<file path="config.mk">
export PLATFORM = sky130hd
export DESIGN_NAME = uart_tx
export DESIGN_NICKNAME = d
export VERILOG_FILES = /design/src/platform_pkg.sv /design/src/uart_tx.sv
export SDC_FILE = /design/constraint.sdc
export NUM_CORES = 1
export LEC_CHECK = 0
export ABC_AREA = 1
export ABC_CLOCK_PERIOD_IN_PS = 2390
export BUFFER_PORTS_ARGS = -buffer_cell sky130_fd_sc_hd__buf_2
export CORE_ASPECT_RATIO = 1.25
export CORE_MARGIN = 2
export CORE_UTILIZATION = 40
export CTS_CLUSTER_DIAMETER = 30
export DETAILED_ROUTE_END_ITERATION = 6
export GPL_ROUTABILITY_DRIVEN = 0
export HOLD_SLACK_MARGIN = 0.12
export SYNTH_ARGS = -nofsm -noshare
export SYNTH_HDL_FRONTEND = slang
export SYNTH_SLANG_ARGS = --single-unit
</file>
<file path="constraint.sdc">
create_clock -name sys_clk -period 2.39 [get_ports sys_clk]
set_clock_uncertainty 0.05 [all_clocks]
set_input_delay 0.478 -clock sys_clk [delete_from_list [all_inputs] [get_ports sys_clk]]
set_output_delay 0.478 -clock sys_clk [all_outputs]
set_load 0.02 [all_outputs]
</file>
<file path="src/platform_pkg.sv">
// shared types and address map; regions are power-of-two sized and aligned, and the UART bit period is fixed at build time
package platform_pkg;

    // bus widths
    typedef logic [31:0] wb_addr_t;
    typedef logic [31:0] wb_data_t;
    typedef logic [3:0]  wb_sel_t;

    typedef logic [7:0] led_t;
    typedef logic [7:0] uart_byte_t;

    // master to slave
    typedef struct packed {
        logic     cyc;
        logic     stb;
        logic     we;
        wb_addr_t addr;
        wb_sel_t  sel;
        wb_data_t wdata;
    } wb_req_t;

    // slave to master
    typedef struct packed {
        logic     ack;
        logic     err;
        logic     stall;
        wb_data_t rdata;
    } wb_rsp_t;

    typedef enum logic [1:0] {
        SLV_IMEM,
        SLV_DMEM,
        SLV_PERIPH,
        SLV_NONE
    } slave_sel_t;

    typedef enum logic [1:0] {
        UART_IDLE,
        UART_START,
        UART_DATA,
        UART_STOP
    } uart_state_t;

    // address map
    localparam wb_addr_t IMEM_BASE = 32'h0000_0000;
    localparam int IMEM_SIZE_WORDS_POT = 10;
    localparam int IMEM_ADDR_POT = IMEM_SIZE_WORDS_POT + 2;

    localparam wb_addr_t DMEM_BASE = 32'h0001_0000;
    localparam int DMEM_SIZE_WORDS_POT = 11;
    localparam int DMEM_ADDR_POT = DMEM_SIZE_WORDS_POT + 2;

    // peripheral window is 4 KiB
    localparam wb_addr_t PERIPH_BASE = 32'h0002_0000;
    localparam int PERIPH_ADDR_POT = 12;
    localparam wb_addr_t PERIPH_LED_OFS = 32'h0;
    localparam wb_addr_t PERIPH_UART_DATA_OFS = 32'h4;
    localparam wb_addr_t PERIPH_UART_STAT_OFS = 32'h8;

    // uart bit timing
    localparam int UART_CLKS_PER_BIT = 8;
    localparam int UART_CNT_W = (UART_CLKS_PER_BIT > 1) ? $clog2(UART_CLKS_PER_BIT) : 1;
    typedef logic [UART_CNT_W-1:0] uart_cnt_t;
    localparam uart_cnt_t UART_CNT_MAX = uart_cnt_t'(UART_CLKS_PER_BIT - 1);

    localparam int RST_SYNC_STAGES = 4;

endpackage : platform_pkg

</file>
<file path="src/uart_tx.sv">
// 8N1 transmitter with a fixed bit period; start_i is ignored while a frame is in progress
`timescale 1ns/1ps

module uart_tx (
    input  logic                     sys_clk,
    input  logic                     arst_n_i,
    input  logic                     start_i,
    input  platform_pkg::uart_byte_t byte_i,
    output logic                     busy_o,
    output logic                     tx_o
);
    import platform_pkg::*;

    uart_state_t state_q;
    uart_cnt_t   cnt_q;
    logic [2:0]  bit_idx_q;
    uart_byte_t  shift_q;
    logic        tx_q;
    logic        bit_end;

    assign bit_end = cnt_q == UART_CNT_MAX;

    always_ff @(posedge sys_clk or negedge arst_n_i)
    begin
        if (!arst_n_i)
        begin
            state_q   <= UART_IDLE;
            cnt_q     <= '0;
            bit_idx_q <= '0;
            tx_q      <= 1'b1;
        end
        else
        begin
            case (state_q)
                UART_IDLE:
                begin
                    cnt_q <= '0;
                    if (start_i)
                    begin
                        state_q <= UART_START;
                        tx_q    <= 1'b0;
                    end
                end
                UART_START:
                begin
                    cnt_q <= bit_end ? '0 : cnt_q + 1'b1;
                    if (bit_end)
                    begin
                        // first data bit is the LSB
                        state_q   <= UART_DATA;
                        bit_idx_q <= '0;
                        tx_q      <= shift_q[0];
                    end
                end
                UART_DATA:
                begin
                    cnt_q <= bit_end ? '0 : cnt_q + 1'b1;
                    if (bit_end)
                    begin
                        if (bit_idx_q == 3'd7)
                        begin
                            state_q <= UART_STOP;
                            tx_q    <= 1'b1;
                        end
                        else
                        begin
                            bit_idx_q <= bit_idx_q + 1'b1;
                            tx_q      <= shift_q[1];
                        end
                    end
                end
                default:
                begin
                    cnt_q <= bit_end ? '0 : cnt_q + 1'b1;
                    if (bit_end)
                    begin
                        state_q <= UART_IDLE;
                    end
                end
            endcase
        end
    end

    // load on start, shift once per data bit
    always_ff @(posedge sys_clk)
    begin
        if (state_q == UART_IDLE && start_i)
        begin
            shift_q <= byte_i;
        end
        else if ((state_q == UART_DATA) && bit_end)
        begin
            shift_q <= shift_q >> 1;
        end
    end

    // busy already during the start pulse so the next write stalls
    assign busy_o = (state_q != UART_IDLE) || start_i;
    assign tx_o   = tx_q;

endmodule : uart_tx

</file>
# Word-level counts from Yosys, hierarchy flattened
# Cells that the tools add are included.
[word_totals]
register_bits = 17
latch_bits = 0
ramBits = 0
rom_bits = 0
out_inout_bits = 2
wordCells = 47
memories = 0
[op_classes]
addsub = 2
multipliers = 0
div_mod_pow = 0
n_lt_le_gt_ge = 0
eq_ne = 9
shift = 0
n_mux = 19
bitwise = 0
n_reduce_logical = 12
[op_table]
columns = ["operator", "count"]
rows = [
  ["8-bit two-way mux", 2],
  ["3-bit two-way mux", 5],
  ["2-bit two-way mux", 5],
  ["2-bit != test, second input constant", 5],
  ["4-bit AND reduction", 2],
  ["2-bit nonzero test", 4],
  ["3-bit by 1-bit adder with 3-bit output, second input constant", 2],
  ["3-bit equality test, second input constant", 2],
  ["2-bit one-hot mux with 3 select lines", 1],
  ["3-bit one-hot mux with 2 select lines", 1],
  ["5-bit AND reduction", 1],
  ["1-bit two-way mux", 4],
  ["1-bit one-hot mux with 3 select lines", 1],
  ["3-bit nonzero test", 1],
  ["2-bit by 1-bit equality test with 1-bit output, second input constant", 1],
  ["2-bit equality test, second input constant", 1],
  ["1-bit logical AND", 2],
  ["2-bit zero test", 1],
  ["1-bit logical OR", 1],
]

# Depth between registers and ports, before layout
[depth]
depth_word = 4
ltp_mapped = 8

# Least setup slack after synthesis
# No wires, ideal clock.
[synth_timing]
path_kind = "register to register"
start = "register cnt_q[0]"
end = "register shift_q[0], enable pin"
arrival_time_ps = 1370
t_required_ps = 1956
slack_ps = 585
path_stages_with_launch = 5
period_less_slack_ps = 1805
cell_sequence = "dfrtp_1 > ha_1 > ha_1 > inv_1 > o21ai_0"
[synth_between]
elab_chain_len = 3
[synth_lines]
columns = ["item", "line_no", "rtl"]
rows = [
  ["start, declared", "uart_tx.sv:15", "uart_cnt_t cnt_q;"],
  ["start signal, assigned", "uart_tx.sv:46", "cnt_q <= bit_end ? '0 : cnt_q + 1'b1;"],
  ["start signal, assigned", "uart_tx.sv:57", "cnt_q <= bit_end ? '0 : cnt_q + 1'b1;"],
  ["start signal, assigned", "uart_tx.sv:74", "cnt_q <= bit_end ? '0 : cnt_q + 1'b1;"],
  ["3-bit equality test", "uart_tx.sv:21", "assign bit_end = cnt_q == UART_CNT_MAX;"],
  ["1-bit logical AND", "uart_tx.sv:91", "else if ((state_q == UART_DATA) && bit_end)"],
  ["2-bit nonzero test (no source line)", "--", ""],
  ["end signal, assigned", "uart_tx.sv:89", "shift_q <= byte_i;"],
  ["end signal, assigned", "uart_tx.sv:93", "shift_q <= shift_q >> 1;"],
  ["end, declared", "uart_tx.sv:17", "uart_byte_t shift_q;"],
]
# No other way between the ends.
# A chain may end at the register's enable or synchronous reset.

# Worst setup path after layout
[layout_timing]
start = "register cnt_q[0]"
end = "register shift_q[2], enable pin"
# Same word-level chain as after synthesis.

==> key figures <==
Outcome
  • Status: completed

STA
  • Setup Viol. Count Final: 0
  • Slew @ Worst Pin: ~1100 ps
  • Slew HR: 27.32%
  • RSZ-0062 raised after global routing: false
  • Maximum clock rate: roughly 480 MHz
  • Fin crit share: 87.57%
  • Final hold vios: 0
  • Setup TNS: 0 ps
  • Minimum clock period: roughly 2100 ps
  • Slew Limit Fails: 0

Floorplan
  • Die Ht: about 58 µm
  • CORE AREA: 0.002187 mm²
  • Initial Util: 41.99%
  • Top Ports: 13
  • Row count: 19
  • Die Span X: 46.86 µm
  • Total die area: 0.002697 mm²

Drt
  • Post-Route WL: 1492 µm
  • Via count: ~640
  • Wire per inst: 11.30 µm
  • DRC violations left: 0
  • Vias per inst: 4.818
  • Antenna-violating nets left: 0
  • DR pass1 iterations: 4
  • Drt first-iter violations: 18

Pwr
  • Psw: 0.4011 mW
  • Combinational cell fraction of total power: 43.7%
  • Clk network pwr share: around 14%
  • Int Pwr: 0.6775 mW
  • Sequential share of power: 42.6%
  • Total power: 1.079 mW
  • P per Cell Area: 1031 mW/mm²
  • Pleak: 0.5237 nW
  • Switching part of the total power: 37.19%
  • Max IR drop VDD: 0.0006174 V

Critical path
  • R2r startpoint: cnt_q[0]
  • Worst setup EP type: flop
  • Worst R2R Setup Slack: 300 ps
  • Critical path fanouts, max: 8
  • Reg-to-Reg End: shift_q[2]
  • Crit path required time: 2250 ps
  • WP data arrival: ~2000 ps
  • CP Launch Type: flop
  • Reg2Reg Depth: 4
  • Crit path kind: flop to flop

Placement
  • DPL Wire Length: 1162 µm
  • Port bufs: 12
  • DP Area: approximately 0.0010 mm²

Global route
  • Vias in the first global route: 596
  • Largest net degree at the start of global routing: 10
  • GRT overflow: 0
  • Initial antenna violation count: 0
  • First-pass GRT wire length: about 2600 µm
  • Global Route Usage Sum: 13.38%

Finish
  • Post-Layout Inst Area: ~0.0010 mm²
  • Antenna diodes: 0
  • Nets@finish: approximately 120
  • Area delta synth->final: 13.90%
  • Layout cells sized above 1: between 20% and 30%

Synth
  • Mean Syn Cell Area: 10.80 µm²
  • Post-synth top flop: edfxtp_1
  • Mapped Area: 918.4 µm²
  • Mapped Cells: 85
  • Async SR Flop Fraction: 52.94%
  • Post-synth EDFFs: 8
  • FF+latch count, synth: 17
  • Top post-synthesis cells by area: edfxtp_1 26%, dfrtp_1 22%, ha_1 12%, mux2_4 11%, nand2_1 6.9%
  • Top-area cell type share of the netlist area: about a quarter
  • Synth Warn #: 0
  • Seq/Total Area, Yosys: 50.82%
  • Most numerous cell in the Yosys netlist: nand2_1
  • Most area-hungry cell type in the Yosys netlist: edfxtp_1
  • Synth cell types: 18
  • Synthesized Nets: 105
  • Most instantiated cells after synthesis: 17 x nand2_1, 9 x ha_1, 9 x inv_1

CTS
  • CTS tree: built
  • CTS Buf Count: 3
  • Resized cells post-CTS: 0
  • H-tree Lvls: 1
  • Clock-pin slew on the worst setup and hold paths: 90 ps
  • CTS sink count: 17
  • CTS Buffer Depth: 2
  • Clk Latency, worst-skew pair: 280 ps
  • Clk Tree Root Cell: clkbuf_4

Hold path
  • Hold path start: cnt_q[0]
  • Hold WC Path Type: flop to flop
  • WHS Path Cells: 1
  • WHS Endpoint: cnt_q[0]

Run
  • Max_cap viols: 0
-- placed cells by master (no fill, tap or decap), drive strengths merged --
cell / n
ha: 9
dfrtp: 8
nand3: 5
dlygate4sd3: 1
nor3: 1
dfstp: 1
o21ai: 5
buf: 12
clkbuf: 4
edfxtp: 8
nor2: 10
nand2: 18
nand4: 2
mux2: 7
inv: 10
-- state kept, by name (all words and copies together) (netlist names) --
signal	count
bit_idx_q	3
shift_q	8
state_q	2
cnt_q	3
tx_o	1
-- power groups by stage --
stage	registers [mW]	clock network, mW	logic [mW]
final	0.460	0.148	0.471
after global routing	0.472	0.175	0.531
after CTS	0.462	0.156	0.475
after detailed placement	0.467	0	0.471
after global placement	0.464	0	0.461
after floorplan	0.456	0	0.384
-- routing by layer --
layer	vias to the layer above	track usage, %	wire length (µm)
met5	-	0	0
met2	18	19.77	712
met4	0	4.762	21
met3	2	4.430	80
met1	303	18.16	678
li1	313	-	-
-- layout make-up --
| class | instances | area (µm²) |
|---|---|---|
| clock buffer | 4 | 26.28 |
| timing repair buffer | 13 | 70.07 |
| fill | 211 | 1141 |
| sequential | 17 | 466.7 |
| inverter | 10 | 37.54 |
| tap | 31 | 38.79 |
| multi-input combinational | 57 | 406.6 |
-- stage by stage --
stage	instances	hold slack, ps	util (%)	worst slack [ps]
after detailed placement	127	294.7	46.17	263.7
after CTS	132	405.3	47.83	249.8
final	132	401.0	47.83	297.1
after floorplan	85	132.4	-	585.5
after global placement	127	291.8	46.17	342.8
after global routing	132	417.1	47.83	105.1
-- kinds of logic after synthesis --
kind of cell	Yosys count	share of synthesized area [%]
compound gates	5	3.134
fa+ha+maj	9	12.26
buf+inv	11	4.904
flops	17	50.82
mux	7	11.44
simple gates	36	17.44
-- worst max-delay path, stage by stage, from the launching register on --
cell and delay (ps):
dfrtp_1 370, ha_1 150, ha_1 230, inv_1 90, o21ai_0 840
-- repair_timing --
item / CTS / global route
hold buffers: 1 / 0
hold endpoints to repair: 8 / 0
buffers inserted: 0 / 0
-- worst max-delay path by stage --
stage / slack [ps] / cells after the start / from / end
global route: 110 / 4 / cnt_q[0] / shift_q[3]
floorplan: 590 / 4 / cnt_q[0] / shift_q[0]
detailed placement: 260 / 4 / cnt_q[0] / shift_q[7]
global placement: 340 / 4 / cnt_q[0] / shift_q[7]
CTS: 250 / 4 / cnt_q[0] / shift_q[2]
finish: 300 / 4 / cnt_q[0] / shift_q[2]
No activity file was read; power rests on OpenSTA's default activity.
