## config.mk

```make
export PLATFORM = sky130hd
export DESIGN_NAME = periph_regs
export DESIGN_NICKNAME = d
export VERILOG_FILES = /design/src/platform_pkg.sv /design/src/periph_regs.sv
export SDC_FILE = /design/constraint.sdc
export NUM_CORES = 1
export LEC_CHECK = 0
export BUFFER_PORTS_ARGS = -buffer_cell sky130_fd_sc_hd__buf_2
export CAP_MARGIN = 40
export CORE_UTILIZATION = 31
export CTS_CLUSTER_SIZE = 20
export DETAILED_ROUTE_END_ITERATION = 12
export PLACE_DENSITY = 0.84
export SYNTH_ARGS = -nofsm -noshare
export SYNTH_HDL_FRONTEND = slang
export SYNTH_SLANG_ARGS = --single-unit
```

## constraint.sdc

```tcl
create_clock -name sys_clk -period 1.05 [get_ports sys_clk]
set_input_delay 0.0525 -clock sys_clk [delete_from_list [all_inputs] [get_ports sys_clk]]
set_output_delay 0.0525 -clock sys_clk [all_outputs]
set_load 0.005 [all_outputs]
```

## src/platform_pkg.sv

```systemverilog
// shared types and address map; regions are power-of-two sized and aligned, and the UART bit period is fixed at build time
package platform_pkg;

    // bus widths
    typedef logic [31:0] wb_addr_t;
    typedef logic [31:0] wb_data_t;
    typedef logic [3:0]  wb_sel_t;

    typedef logic [7:0] led_t;
    typedef logic [7:0] uart_byte_t;

    // master to slave
    typedef struct packed {
        logic     cyc;
        logic     stb;
        logic     we;
        wb_addr_t addr;
        wb_sel_t  sel;
        wb_data_t wdata;
    } wb_req_t;

    // slave to master
    typedef struct packed {
        logic     ack;
        logic     err;
        logic     stall;
        wb_data_t rdata;
    } wb_rsp_t;

    typedef enum logic [1:0] {
        SLV_IMEM,
        SLV_DMEM,
        SLV_PERIPH,
        SLV_NONE
    } slave_sel_t;

    typedef enum logic [1:0] {
        UART_IDLE,
        UART_START,
        UART_DATA,
        UART_STOP
    } uart_state_t;

    // address map
    localparam wb_addr_t IMEM_BASE = 32'h0000_0000;
    localparam int IMEM_SIZE_WORDS_POT = 10;
    localparam int IMEM_ADDR_POT = IMEM_SIZE_WORDS_POT + 2;

    localparam wb_addr_t DMEM_BASE = 32'h0001_0000;
    localparam int DMEM_SIZE_WORDS_POT = 11;
    localparam int DMEM_ADDR_POT = DMEM_SIZE_WORDS_POT + 2;

    // peripheral window is 4 KiB
    localparam wb_addr_t PERIPH_BASE = 32'h0002_0000;
    localparam int PERIPH_ADDR_POT = 12;
    localparam wb_addr_t PERIPH_LED_OFS = 32'h0;
    localparam wb_addr_t PERIPH_UART_DATA_OFS = 32'h4;
    localparam wb_addr_t PERIPH_UART_STAT_OFS = 32'h8;

    // uart bit timing
    localparam int UART_CLKS_PER_BIT = 8;
    localparam int UART_CNT_W = (UART_CLKS_PER_BIT > 1) ? $clog2(UART_CLKS_PER_BIT) : 1;
    typedef logic [UART_CNT_W-1:0] uart_cnt_t;
    localparam uart_cnt_t UART_CNT_MAX = uart_cnt_t'(UART_CLKS_PER_BIT - 1);

    localparam int RST_SYNC_STAGES = 4;

endpackage : platform_pkg

```

## src/periph_regs.sv

```systemverilog
// LED and UART registers; only byte lane 0 is written, and a UART data write stalls while a frame is in progress
`timescale 1ns/1ps

module periph_regs (
    input  logic                     sys_clk,
    input  logic                     arst_n_i,
    input  platform_pkg::wb_req_t    wb_req_i,
    output platform_pkg::wb_rsp_t    wb_rsp_o,
    output platform_pkg::led_t       led_o,
    output logic                     tx_start_o,
    output platform_pkg::uart_byte_t tx_byte_o,
    input  logic                     tx_busy_i
);
    import platform_pkg::*;

    logic       is_led;
    logic       is_data;
    logic       is_stat;
    logic       req_valid;
    logic       uart_wr;
    logic       stall;
    logic       accept;
    wb_data_t   rd_word;
    logic       ack_q;
    wb_data_t   rdata_q;
    led_t       led_q;
    logic       tx_start_q;
    uart_byte_t tx_byte_q;

    // word offset inside the window
    assign is_led  = wb_req_i.addr[PERIPH_ADDR_POT-1:2] == PERIPH_LED_OFS[PERIPH_ADDR_POT-1:2];
    assign is_data = wb_req_i.addr[PERIPH_ADDR_POT-1:2]
                     == PERIPH_UART_DATA_OFS[PERIPH_ADDR_POT-1:2];
    assign is_stat = wb_req_i.addr[PERIPH_ADDR_POT-1:2]
                     == PERIPH_UART_STAT_OFS[PERIPH_ADDR_POT-1:2];

    assign req_valid = wb_req_i.cyc && wb_req_i.stb;
    assign uart_wr   = req_valid && wb_req_i.we && is_data && wb_req_i.sel[0];

    // hold a new byte until the transmitter is free
    assign stall  = uart_wr && tx_busy_i;
    assign accept = req_valid && !stall;

    always_comb
    begin
        rd_word = '0;
        if (is_led)
        begin
            rd_word = wb_data_t'(led_q);
        end
        else if (is_stat)
        begin
            rd_word = wb_data_t'(tx_busy_i);
        end
    end

    always_ff @(posedge sys_clk or negedge arst_n_i)
    begin
        if (!arst_n_i)
        begin
            ack_q      <= 1'b0;
            led_q      <= '0;
            tx_start_q <= 1'b0;
        end
        else
        begin
            ack_q      <= accept;
            tx_start_q <= accept && uart_wr;
            if (accept && wb_req_i.we && is_led && wb_req_i.sel[0])
            begin
                led_q <= wb_req_i.wdata[7:0];
            end
        end
    end

    always_ff @(posedge sys_clk)
    begin
        if (accept)
        begin
            rdata_q   <= rd_word;
            tx_byte_q <= wb_req_i.wdata[7:0];
        end
    end

    always_comb
    begin
        wb_rsp_o       = '0;
        wb_rsp_o.ack   = ack_q;
        wb_rsp_o.stall = stall;
        wb_rsp_o.rdata = rdata_q;
    end

    assign led_o      = led_q;
    assign tx_start_o = tx_start_q;
    assign tx_byte_o  = tx_byte_q;

endmodule : periph_regs

```

Yosys cells after proc, flatten, opt, wreduce, memory -nomap -nowiden. Index checks and enable logic that the tools add are counted.

Logic and storage cells: 22. Memory bits (read-only): 0. Output and inout bits: 52. Register bits: 50. Bits in writable memories: 0. Bits of input ports: 74. Memories: 0. Latch bits: 0.

Add/subtract/negate cells: 0. Bitwise operators: 0. Multipliers: 0. Div/mod/pow operators: 0. Equality and inequality tests: 2. Reductions and logical operators: 12. Shift-type cells: 0. Multiplexer cells: 2. Magnitude comparators: 0.

Operators with widths (number): == test 10 x 1 -> 1 bit (second input constant) (1); == test 10 x 2 -> 1 bit (second input constant) (1); logical AND 1 bit (10); logical NOT 10 bit (1); 2-to-1 mux 8 bit (1); logical NOT 1 bit (1); 2-to-1 mux 1 bit (1).

Depth between registers and ports, before layout.
Depth in word-level cells: 10. Gate-level depth with buffers: 4. Depth with buffers taken out: 3.

Worst setup path after synthesis. No wires, ideal clock.

Kind: input port to flip-flop. Start point: input port wb_req_i[47] in the netlist's numbering. End point: register rdata_q[0], enable pin. Setup time: 0.465 ns. Stages on the path: 3. Required time: 0.585 ns. Path buffers: 0. Slack: -0.695 ns. Data arrival time: 1.280 ns. Cell sequence: or4_4 -> nor2_1 -> a41oi_1.

Longest elaborated chain between the ends: 6.

RTL lines: from (decl) (RTL line periph_regs.sv:7) `input platform_pkg::wb_req_t wb_req_i,`; == test 10 x 1 -> 1 bit (RTL line periph_regs.sv:33) `== PERIPH_UART_DATA_OFS[PERIPH_ADDR_POT-1:2];`; logical AND 1 bit (2 in a row) (RTL line periph_regs.sv:38) `assign uart_wr = req_valid && wb_req_i.we && is_data && wb_req_i.sel[0];`; logical AND 1 bit (RTL line periph_regs.sv:41) `assign stall = uart_wr && tx_busy_i;`; logical NOT 1 bit (RTL line periph_regs.sv:42) `assign accept = req_valid && !stall;`; logical AND 1 bit (RTL line periph_regs.sv:42); named net accept (RTL line periph_regs.sv:22) `logic accept;`; to (signal assigned) (RTL line periph_regs.sv:80) `rdata_q <= rd_word;`; to (decl) (RTL line periph_regs.sv:25) `wb_data_t rdata_q;`.

The timed path passes the listed nets, and every way through them passes these cells. A chain may end at the register's enable or synchronous reset.

Final worst setup path.
Start point: input port wb_req_i[44] in the netlist's numbering. End point: register led_q[6] (netlist: led_o[6]).

Longest elaborated chain between the ends: 9. Elaborated cells between the ends (all ways): 10. Classes of those cells: 1 x eq/ne; 9 x reduce/logical.

RTL lines: == test 10 x 1 -> 1 bit (RTL line periph_regs.sv:33); logical AND 1 bit (2 in a row) (RTL line periph_regs.sv:38); logical AND 1 bit (RTL line periph_regs.sv:41); logical NOT 1 bit (RTL line periph_regs.sv:42); logical AND 1 bit (RTL line periph_regs.sv:42); logical AND 1 bit (RTL line periph_regs.sv:69) `if (accept && wb_req_i.we && is_led && wb_req_i.sel[0])`; logical AND 1 bit * (2 in a row) (RTL line periph_regs.sv:69); to (signal assigned) (RTL line periph_regs.sv:71) `led_q <= wb_req_i.wdata[7:0];`; to (decl) (RTL line periph_regs.sv:26) `led_t led_q;`.

Mark *: on every way between the ends. The rest lies on a longest branch, timed or not.

==> reports/results.tsv <==
metric	value	unit
timing.rr.start	led_o[0]	
number_of_standard_cell_rows_in_the_floorplan	22	
data_arrival_time_of_the_worst_path	1.52	ns
clock.fmax	0.730	GHz
cts.sink_count	26	
clk_latency	0.26	ns
maxCapViolCount	0	
area_growth	44.0	%
most-common-layout-cells	buf_2 (50), conb_1 (25), edfxtp_1 (16)	
ant_nets	0	
syn_area	0.00120	mm^2
antenna_cells_inserted	0	
fillcell_total	358	
crit-reg2reg-capture	rdata_q[0]	
cp_max_fo	3	
worst_supply_voltage_drop_on_vdd	933	uV
cts_max_path_buffers	2	
sequential_area_share_after_synthesis	61.0	%
design_power_total	2.12	mW
netlist.area_leader.share	40.1	%
holdPathStages	3	
global_route.usage.total	10.8	%
yosysWarnings	0	
worst_r2r_path_depth	2	
critical_setup_path_class	primary input to register	
layout.nets	230	
final_critical_path_share_of_the_clock_period	130	%
die_area	0.00412	mm^2
floorplan.io_pins	126	
pwr_density_cell	1230	mW/mm^2
r2r_setup_slack	0.19	ns
synth_top_cells_by_area	edfxtp_1 (40%), dfrtp_1 (21%), buf_4 (17%)	
cts.reportedPaths.clkPinSlew	0.08	ns
syn_avg_cell_area	14.1	um^2
ys_seq_elements	26	
cp.required	1.20	ns
slew_violations	0	
routed-via-count	805	
grt_setup_unrepaired	yes	
synth_top_cell_by_area	edfxtp_1	
post_synth_inst_count	85	
tritoncts	yes	
number_of_global_route_vias_before_repair	739	
drtIter0Drc	6	
synth_cell_type_count	18	
storage_cell_area	731	um^2
leakage	0.823	nW
route.detailed.vias_per_inst	3.97	
cts_max_level	1	
detail_route.first_pass.iterations	4	
grt_start_max_net_pins	18	
timing.critical_path.to_type	register	
dpl.hpwl	1670	um
place_ws	-0.607	ns
io_buffers	51	
layout_commonest_cell	buf_2	
cts-buffers-inserted	3	
cts_root_buf	clkbuf_8	
multiInputGateArea	427	um^2
grt_first_pass_wirelength	3310	um
chipWidth	64.2	um
setup_total_negative_slack	-6.53	ns
placer_congestion_estimate	0.706	
period_minus_slack	1.37	ns
outcome	finished with violations	
floorplan.die.height	64.2	um
timing.final.ws_setup	-0.320	ns
grt_antenna_before_repair	0	
wire_per_inst	10.6	um
min-delay-path-class	primary input to register	
worstHoldStart	wb_req_i[39]	
timing_hold_violations_final	0	
startpoint_type	primary input	
finalSetupViolCount	35	
core-area	0.00369	mm^2
post-route-drc-count	0	
finalClockSkew	0.000343	ns
floorplan.initialDensity	32.5	%
min_delay_worst_endpoint	tx_start_o	
drive_above_1_share	52.9	%
route.final.wire_length	2160	um
grt.overflow.total	0	
violations	setup timing	
[worst max path at each step]
stage / startpoint / to / slack [ns] / cells after the start
floorplan: wb_req_i[43] / led_o[0] / -0.52 / 3
global placement: wb_req_i[43] / led_o[5] / -0.56 / 5
detailed placement: wb_req_i[43] / led_o[5] / -0.61 / 5
CTS: wb_req_i[44] / led_o[2] / -0.31 / 5
global route: wb_req_i[44] / led_o[6] / -0.35 / 5
finish: wb_req_i[44] / led_o[6] / -0.32 / 5
[Yosys cell counts]
cell type  count
a41oi_1        1
and2_1         7
and4_1         1
buf_4         27
conb_1         1
dfrtp_1       10
edfxtp_1      16
mux2_2         8
mux2i_1        1
nand2_1        1
nand4_1        1
nand4b_1       1
nor2_1         2
nor3_1         2
nor4_1         1
nor4_4         1
or2_2          2
or4_4          2
[routing by layer]
metal | up-vias | share of wire (%) | global-route usage [%]
li1 | 388 | - | -
met4 | 0 | 0 | 0.833
met5 | - | 0 | 0
met2 | 54 | 54 | 21.4
met3 | 0 | 8.4 | 3.57
met1 | 363 | 38 | 11.2
[cell type report]
type / instances / share of cell area [%]
Clock inverter: 1 / 1.74
Tap cell: 48 / 3.48
Timing Repair Buffer: 69 / 25.3
Sequential cell: 26 / 42.4
Multi-Input combinational cell: 56 / 24.7
Clock buffer: 3 / 2.39
[sequential cells by signal, indices dropped and copies added, names as in the netlist]
register    flops
ack_q           1
rdata_q         8
led_o           8
tx_start_o      1
tx_byte_o       8
[worst max-delay path, stage by stage]
cell    delay [ns]
buf_6         0.09
or4_4         0.54
nor4_4        0.34
buf_4         0.20
mux2_4        0.30
[power breakdown]
group	leakage [nW]	switching [mW]	internal [mW]
combinational	0.498	0.104	0.107
clock	0.0357	0.273	0.509
sequential	0.290	0.00722	1.12
total	0.823	0.384	1.74
[through the flow]
stage | hold slack [ns] | util [%] | instance area (um^2) | cells
floorplan | -0.243 | - | 1310 | 109
finish | 0.0723 | 46.7 | 1720 | 203
global placement | -0.0751 | 40.6 | 1500 | 190
CTS | 0.0696 | 46.6 | 1720 | 203
detailed placement | -0.0746 | 40.6 | 1500 | 190
global route | 0.0738 | 46.7 | 1720 | 203
[cell families (layout without fill, tap and decap cells)]
family          after synthesis  after routing  share of synthesized area, %
buf+inv                      27             73                          16.9
flops                        26             26                          61.0
simple gates                 21             21                          12.6
mux                           9              9                          8.36
other cells                   1             25                         0.313
compound gates                1              1                         0.732
[what timing repair did]
| item | CTS | global route |
|---|---|---|
| pin swaps | 2 | 1 |
| setup endpoints to repair | 35 | 35 |
| hold endpoints to repair | 18 | 0 |
| hold buffers | 9 | 0 |
| buffers inserted | 0 | 0 |
| resized for setup | 14 | 1 |
Power figures use the tool's default switching activity.
