===== src/platform_pkg.sv =====
// shared types and address map; regions are power-of-two sized and aligned, and the UART bit period is fixed at build time
package platform_pkg;

    // bus widths
    typedef logic [31:0] wb_addr_t;
    typedef logic [31:0] wb_data_t;
    typedef logic [3:0]  wb_sel_t;

    typedef logic [7:0] led_t;
    typedef logic [7:0] uart_byte_t;

    // master to slave
    typedef struct packed {
        logic     cyc;
        logic     stb;
        logic     we;
        wb_addr_t addr;
        wb_sel_t  sel;
        wb_data_t wdata;
    } wb_req_t;

    // slave to master
    typedef struct packed {
        logic     ack;
        logic     err;
        logic     stall;
        wb_data_t rdata;
    } wb_rsp_t;

    typedef enum logic [1:0] {
        SLV_IMEM,
        SLV_DMEM,
        SLV_PERIPH,
        SLV_NONE
    } slave_sel_t;

    typedef enum logic [1:0] {
        UART_IDLE,
        UART_START,
        UART_DATA,
        UART_STOP
    } uart_state_t;

    // address map
    localparam wb_addr_t IMEM_BASE = 32'h0000_0000;
    localparam int IMEM_SIZE_WORDS_POT = 10;
    localparam int IMEM_ADDR_POT = IMEM_SIZE_WORDS_POT + 2;

    localparam wb_addr_t DMEM_BASE = 32'h0001_0000;
    localparam int DMEM_SIZE_WORDS_POT = 11;
    localparam int DMEM_ADDR_POT = DMEM_SIZE_WORDS_POT + 2;

    // peripheral window is 4 KiB
    localparam wb_addr_t PERIPH_BASE = 32'h0002_0000;
    localparam int PERIPH_ADDR_POT = 12;
    localparam wb_addr_t PERIPH_LED_OFS = 32'h0;
    localparam wb_addr_t PERIPH_UART_DATA_OFS = 32'h4;
    localparam wb_addr_t PERIPH_UART_STAT_OFS = 32'h8;

    // uart bit timing
    localparam int UART_CLKS_PER_BIT = 8;
    localparam int UART_CNT_W = (UART_CLKS_PER_BIT > 1) ? $clog2(UART_CLKS_PER_BIT) : 1;
    typedef logic [UART_CNT_W-1:0] uart_cnt_t;
    localparam uart_cnt_t UART_CNT_MAX = uart_cnt_t'(UART_CLKS_PER_BIT - 1);

    localparam int RST_SYNC_STAGES = 4;

endpackage : platform_pkg


===== src/wb_decoder.sv =====
// three-slave pipelined Wishbone router; every slave must answer exactly one cycle after acceptance
`timescale 1ns/1ps

module wb_decoder (
    input  logic                  sys_clk,
    input  logic                  arst_n_i,
    input  platform_pkg::wb_req_t m_req_i,
    output platform_pkg::wb_rsp_t m_rsp_o,
    output platform_pkg::wb_req_t imem_req_o,
    output platform_pkg::wb_req_t dmem_req_o,
    output platform_pkg::wb_req_t periph_req_o,
    input  platform_pkg::wb_rsp_t imem_rsp_i,
    input  platform_pkg::wb_rsp_t dmem_rsp_i,
    input  platform_pkg::wb_rsp_t periph_rsp_i
);
    import platform_pkg::*;

    slave_sel_t dec_sel;
    slave_sel_t rsp_sel_q;
    logic       sel_stall;
    logic       m_accept;
    logic       none_err_q;

    // region match on the bits above each region's size
    always_comb
    begin
        if (m_req_i.addr[31:IMEM_ADDR_POT] == IMEM_BASE[31:IMEM_ADDR_POT])
        begin
            dec_sel = SLV_IMEM;
        end
        else if (m_req_i.addr[31:DMEM_ADDR_POT] == DMEM_BASE[31:DMEM_ADDR_POT])
        begin
            dec_sel = SLV_DMEM;
        end
        else if (m_req_i.addr[31:PERIPH_ADDR_POT] == PERIPH_BASE[31:PERIPH_ADDR_POT])
        begin
            dec_sel = SLV_PERIPH;
        end
        else
        begin
            dec_sel = SLV_NONE;
        end
    end

    // only the target sees stb
    always_comb
    begin
        imem_req_o       = m_req_i;
        dmem_req_o       = m_req_i;
        periph_req_o     = m_req_i;
        imem_req_o.stb   = m_req_i.stb && (dec_sel == SLV_IMEM);
        dmem_req_o.stb   = m_req_i.stb && (dec_sel == SLV_DMEM);
        periph_req_o.stb = m_req_i.stb && (dec_sel == SLV_PERIPH);
    end

    always_comb
    begin
        case (dec_sel)
            SLV_IMEM:   sel_stall = imem_rsp_i.stall;
            SLV_DMEM:   sel_stall = dmem_rsp_i.stall;
            SLV_PERIPH: sel_stall = periph_rsp_i.stall;
            default:    sel_stall = 1'b0;
        endcase
    end

    assign m_accept = m_req_i.cyc && m_req_i.stb && !sel_stall;

    // remember the target of the request now in flight
    always_ff @(posedge sys_clk or negedge arst_n_i)
    begin
        if (!arst_n_i)
        begin
            rsp_sel_q  <= SLV_NONE;
            none_err_q <= 1'b0;
        end
        else
        begin
            if (m_accept)
            begin
                rsp_sel_q <= dec_sel;
            end
            none_err_q <= m_accept && (dec_sel == SLV_NONE);
        end
    end

    // response follows last cycle's target, stall follows the current one
    always_comb
    begin
        m_rsp_o = '0;
        case (rsp_sel_q)
            SLV_IMEM:
            begin
                m_rsp_o.ack   = imem_rsp_i.ack;
                m_rsp_o.err   = imem_rsp_i.err;
                m_rsp_o.rdata = imem_rsp_i.rdata;
            end
            SLV_DMEM:
            begin
                m_rsp_o.ack   = dmem_rsp_i.ack;
                m_rsp_o.err   = dmem_rsp_i.err;
                m_rsp_o.rdata = dmem_rsp_i.rdata;
            end
            SLV_PERIPH:
            begin
                m_rsp_o.ack   = periph_rsp_i.ack;
                m_rsp_o.err   = periph_rsp_i.err;
                m_rsp_o.rdata = periph_rsp_i.rdata;
            end
            default:
            begin
                m_rsp_o.err = none_err_q;
            end
        endcase
        m_rsp_o.stall = sel_stall;
    end

endmodule : wb_decoder


===== config.mk =====
export PLATFORM = sky130hd
export DESIGN_NAME = wb_decoder
export DESIGN_NICKNAME = d
export VERILOG_FILES = /design/src/platform_pkg.sv /design/src/wb_decoder.sv
export SDC_FILE = /design/constraint.sdc
export NUM_CORES = 1
export LEC_CHECK = 0
export BUFFER_PORTS_ARGS = -buffer_cell sky130_fd_sc_hd__buf_4
export CORE_AREA = 2 2 168 170
export DETAILED_ROUTE_END_ITERATION = 8
export DIE_AREA = 0 0 170 172
export PLACE_DENSITY = 0.31
export SYNTH_ARGS = -nofsm -noshare
export SYNTH_HDL_FRONTEND = slang
export SYNTH_SLANG_ARGS = --single-unit

===== constraint.sdc =====
create_clock -name sys_clk -period 3 [get_ports sys_clk]
set_clock_uncertainty 0.2 [all_clocks]
set_input_delay 0 -clock sys_clk [delete_from_list [all_inputs] [get_ports sys_clk]]
set_output_delay 0 -clock sys_clk [all_outputs]
set_load 0.03 [all_outputs]

Word-level counts from Yosys, hierarchy flattened
Cells that the tools add are included.
Widths: inputs -> output; s select.
{"block": "word_totals", "register_bits": 3, "inputBits": 178, "out_inout_bits": 248, "elab_cells": 26}
{"block": "classes", "n_eq_ne": 7, "mux": 7, "n_reduce_logical": 10}
{"cell": "$pmux 32 s3", "count": 1}
{"cell": "$eq 20x6->1 const B", "count": 1}
{"cell": "$logic_not 20->1", "count": 1}
{"cell": "$eq 19x4->1 const B", "count": 1}
{"cell": "$pmux 1 s3", "count": 3}
{"cell": "$eq 2x2->1 const B", "count": 3}
{"cell": "$logic_and 1x1->1", "count": 6}
{"cell": "$eq 2x1->1 const B", "count": 2}
{"cell": "$logic_not 2->1", "count": 2}
{"cell": "$mux 2", "count": 2}
{"cell": "$logic_not 1->1", "count": 1}
{"cell": "$mux 1", "count": 1}

Logic depth before layout (Yosys ltp)
{"block": "depth", "depth_word": 9, "depth_mapped": 6, "mapped_depth_nobuf": 4}

Worst setup path after synthesis
No wires, ideal clock.
{"block": "synth_timing", "path_type": "register -> output", "startpoint": "register rsp_sel_q[1]", "endpoint": "output port m_rsp_o[0] (netlist name)", "arrival_ns": 1.999, "required_time_ns": 2.800, "setup_slack_ns": 0.801, "stages_incl_launch_ff": 5, "path_buffers": 2, "cell_sequence": "dfstp_2 -> buf_2 -> buf_1 -> mux2i_1 -> o21ai_0"}
{"element": "start: declaration", "line_no": "wb_decoder.sv:19", "rtl": "slave_sel_t rsp_sel_q;"}
{"element": "start signal: assignment", "line_no": "wb_decoder.sv:80", "rtl": "rsp_sel_q <= dec_sel;"}
{"element": "end: declaration", "line_no": "wb_decoder.sv:8", "rtl": "output platform_pkg::wb_rsp_t m_rsp_o,"}

==> results.md <==
- Status: finished, final reports clean
- Placed Area: ~0.0032 mm2
- I/O pins: between 400 and 500
- Die X: between 150 and 200 um
- Routed len/inst: 12.9 um
- Comb power frac: 78.6%
- Net Sw Power: between 0.6 and 0.7 mW
- 1st-pass router iterations: 4
- Hold Path Depth: 3
- Crit path time final: about 2100 ps
- Worst path max stage delay: around 570 ps
- Vias: roughly 2,400
- #FFs+latches synth: 3
- Worst flop-to-flop path endpoint: rsp_sel_q[1]
- Site row count: 61
- Setup TNS: 0 ps
- RSZ-0062 raised after global routing: false
- # clock sinks: 3
- CORE AREA: about 0.027 mm2
- GRT Resource Usage Total: roughly 5.9%
- Most frequent cells in the layout: 233 x buf_4, 54 x dlygate4sd3_1, 36 x nand2_1
- Worst Path Max Fanout: 36
- Hold path endpoint: none_err_q
- CTS Buf Count: 3
- Placer Congestion: ~0.65
- Antenna violations before repair: 0
- Crit-path cells: buf_4, mux4_2, buf_4
- Overflow after GRT: 0
- Min-Delay Startpoint: m_req_i[52]
- Number of global-route vias before repair: approximately 2,300
- Cells after Synth: about 360
- Longest Clk Path Bufs: 2
- Synth warn: 0
- Design Area, Final: 0.00379 mm2
- Flop pwr share: about 4.2%
- Worst Tran Pin Value: ~1000 ps
- Starting Density: a little under a tenth
- Switching Share: 54.7%
- Area growth from synthesis to layout: 45.0%
- Type of element capturing the critical path: output pin
- CTS Root Buffer Type: clkbuf_16
- DR vias/cell: roughly 3
- Clk pwr share: 17.2%
- Static Leak: 1.91 nW
- WP data required: about 2800 ps
- Pwr dens: 327 mW/mm2
- Cts repair resizes: 0
- Share of layout cells above drive strength 1: a little under three fifths
- Crit Path Category: reg -> out
- Port Buf Inserts: 229
- First-pass GRT wire length: 13.2 mm
- Antenna viol nets, final: 0
- Netlist cell types: 32
- CP dominant cell by count: buf_4
- Die height: about 170 um
- CP arrival: 1890 ps
- Commonest non-fill, non-tap cell in the layout: buf_4
- Detailed Route Iter0 Violations: 46
- CP Launch Type: flip-flop
- Slowest CP cell: mux4_2
- R2r setup slk: about 1300 ps
- Clock Latency Late Sink: 220 ps
- Reg clk slew, reported paths: 30 ps
- VDD IR max: between 100 and 150 uV
- CTS tree: done
- Diode count: 0
- Max capacitance violation total: 0
- Int Power: ~0.56 mW
- H-tree depth: 1
- Post-DP HPWL: slightly above 8 mm
- Avg Inst Size Synth: a little over 7 um2
- Sequential area share after synthesis: roughly 3.0%
- Fmax: around 0.48 GHz
- Largest net degree at the start of global routing: 37
- Die ar.: just under 0.03 mm2
- Relative slew slack: ~33%
- R2R depth: 4
- Post-layout util: between 10% and 20%
- DRC Markers: 0
- Syn nets: roughly 540
- Max-slew violations: 0
- Tcrit/Tclk final: a little over two thirds
- WHS: 9.58 ps
- Final nets: 610
- Setup Buffers After CTS: 0
- Area of the mapped netlist: approximately 0.0026 mm2
- Total wire length: about 10 mm
- Reg2reg start: rsp_sel_q[1]
- Hold Path Class: in -> reg
- Final hold violations: 0
- Endpoints failing setup: 0
-- registers in the layout (all words and copies together) (netlist names) --
register	cells
rsp_sel_q	2
none_err_q	1
-- layer usage --
metal / wire length [um] / global-route usage, % / vias to the layer above
li1: - / - / 1115
met1: 3770 / 6.80 / 1069
met2: 5440 / 11.9 / 203
met3: 776 / 0.801 / 2
met4: 12 / 0.557 / 0
met5: 0 / 0 / -
-- power groups by stage --
stage	registers [mW]	logic [mW]	clock network, mW
after floorplan	0.0470	0.769	0
after detailed placement	0.0530	0.688	0
final	0.0521	0.972	0.213
after global routing	0.0533	1.03	0.221
after global placement	0.0529	0.691	0
after CTS	0.0527	0.985	0.216
-- kinds of logic after synthesis --
| kind of cell | Yosys count | synth area share [%] |
|---|---|---|
| compound gates | 44 | 9.87 |
| mux | 34 | 13.5 |
| flops | 3 | 2.97 |
| buf+inv | 225 | 62.7 |
| simple gates | 58 | 10.9 |
-- layout make-up --
| cell class | instances | area, um2 |
|---|---|---|
| Inverter | 1 | 3.75 |
| Tap cell | 346 | 433 |
| Fill cell | 3174 | 23700 |
| Timing Repair Buffer | 287 | 2290 |
| Clock buffer | 4 | 78.8 |
| Sequential cell | 3 | 77.6 |
| Multi-Input combinational cell | 136 | 903 |
-- synthesized netlist by cell type, drive strengths merged --
cell type | n | area, um2
inv | 1 | 3.75
a31oi | 2 | 12.5
nand4b | 1 | 8.76
o41ai | 1 | 27.5
a21oi | 3 | 15.0
mux4 | 1 | 22.5
and3 | 2 | 12.5
dfrtp | 1 | 25.0
and2 | 2 | 12.5
and3b | 1 | 8.76
nor2b | 2 | 12.5
and4b | 1 | 10.0
mux2i | 33 | 330
buf | 215 | 1600
nand2 | 36 | 135
dfstp | 2 | 52.6
a22o | 1 | 8.76
or4 | 2 | 18.8
nor2 | 5 | 18.8
o211ai | 1 | 7.51
clkbuf | 9 | 33.8
and4bb | 1 | 12.5
o21ai | 34 | 170
a22oi | 1 | 7.51
nor4 | 2 | 12.5
a211o | 1 | 8.76
nand2b | 1 | 6.26
or3 | 1 | 11.3
nor3 | 1 | 5.00
-- critical path: cells and delay by family, from the launching register on --
| kind | cells | cell delay [ps] |
|---|---|---|
| buf+inv | 2 | 570 |
| mux | 1 | 570 |
| flops | 1 | 520 |
-- through the flow --
| stage | setup WS (ps) | power, mW | cells |
|---|---|---|---|
| 2_1_floorplan | 801 | 0.816 | 364 |
| 3_3_place_gp | 1110 | 0.744 | 719 |
| 3_5_place_dp | 1080 | 0.740 | 719 |
| 4_1_cts | 879 | 1.25 | 777 |
| 5_1_grt | 790 | 1.31 | 777 |
| 6_report | 914 | 1.24 | 777 |
-- timing repair --
item | CTS | global route
hold buffers | 54 | 0
endpoints found under the setup margin | 0 | 0
hold endpoints to repair | 152 | 0
-- worst max path at each step --
stage | slack [ps] | start | endpoint
after floorplan | 800 | rsp_sel_q[1] | m_rsp_o[0]
after global placement | 1110 | m_req_i[49] | rsp_sel_q[1]
after detailed placement | 1080 | m_req_i[63] | rsp_sel_q[1]
after CTS | 880 | rsp_sel_q[0] | m_rsp_o[33]
after global routing | 790 | rsp_sel_q[1] | m_rsp_o[0]
final | 910 | rsp_sel_q[0] | m_rsp_o[33]
(Power assumes the default switching activity.)
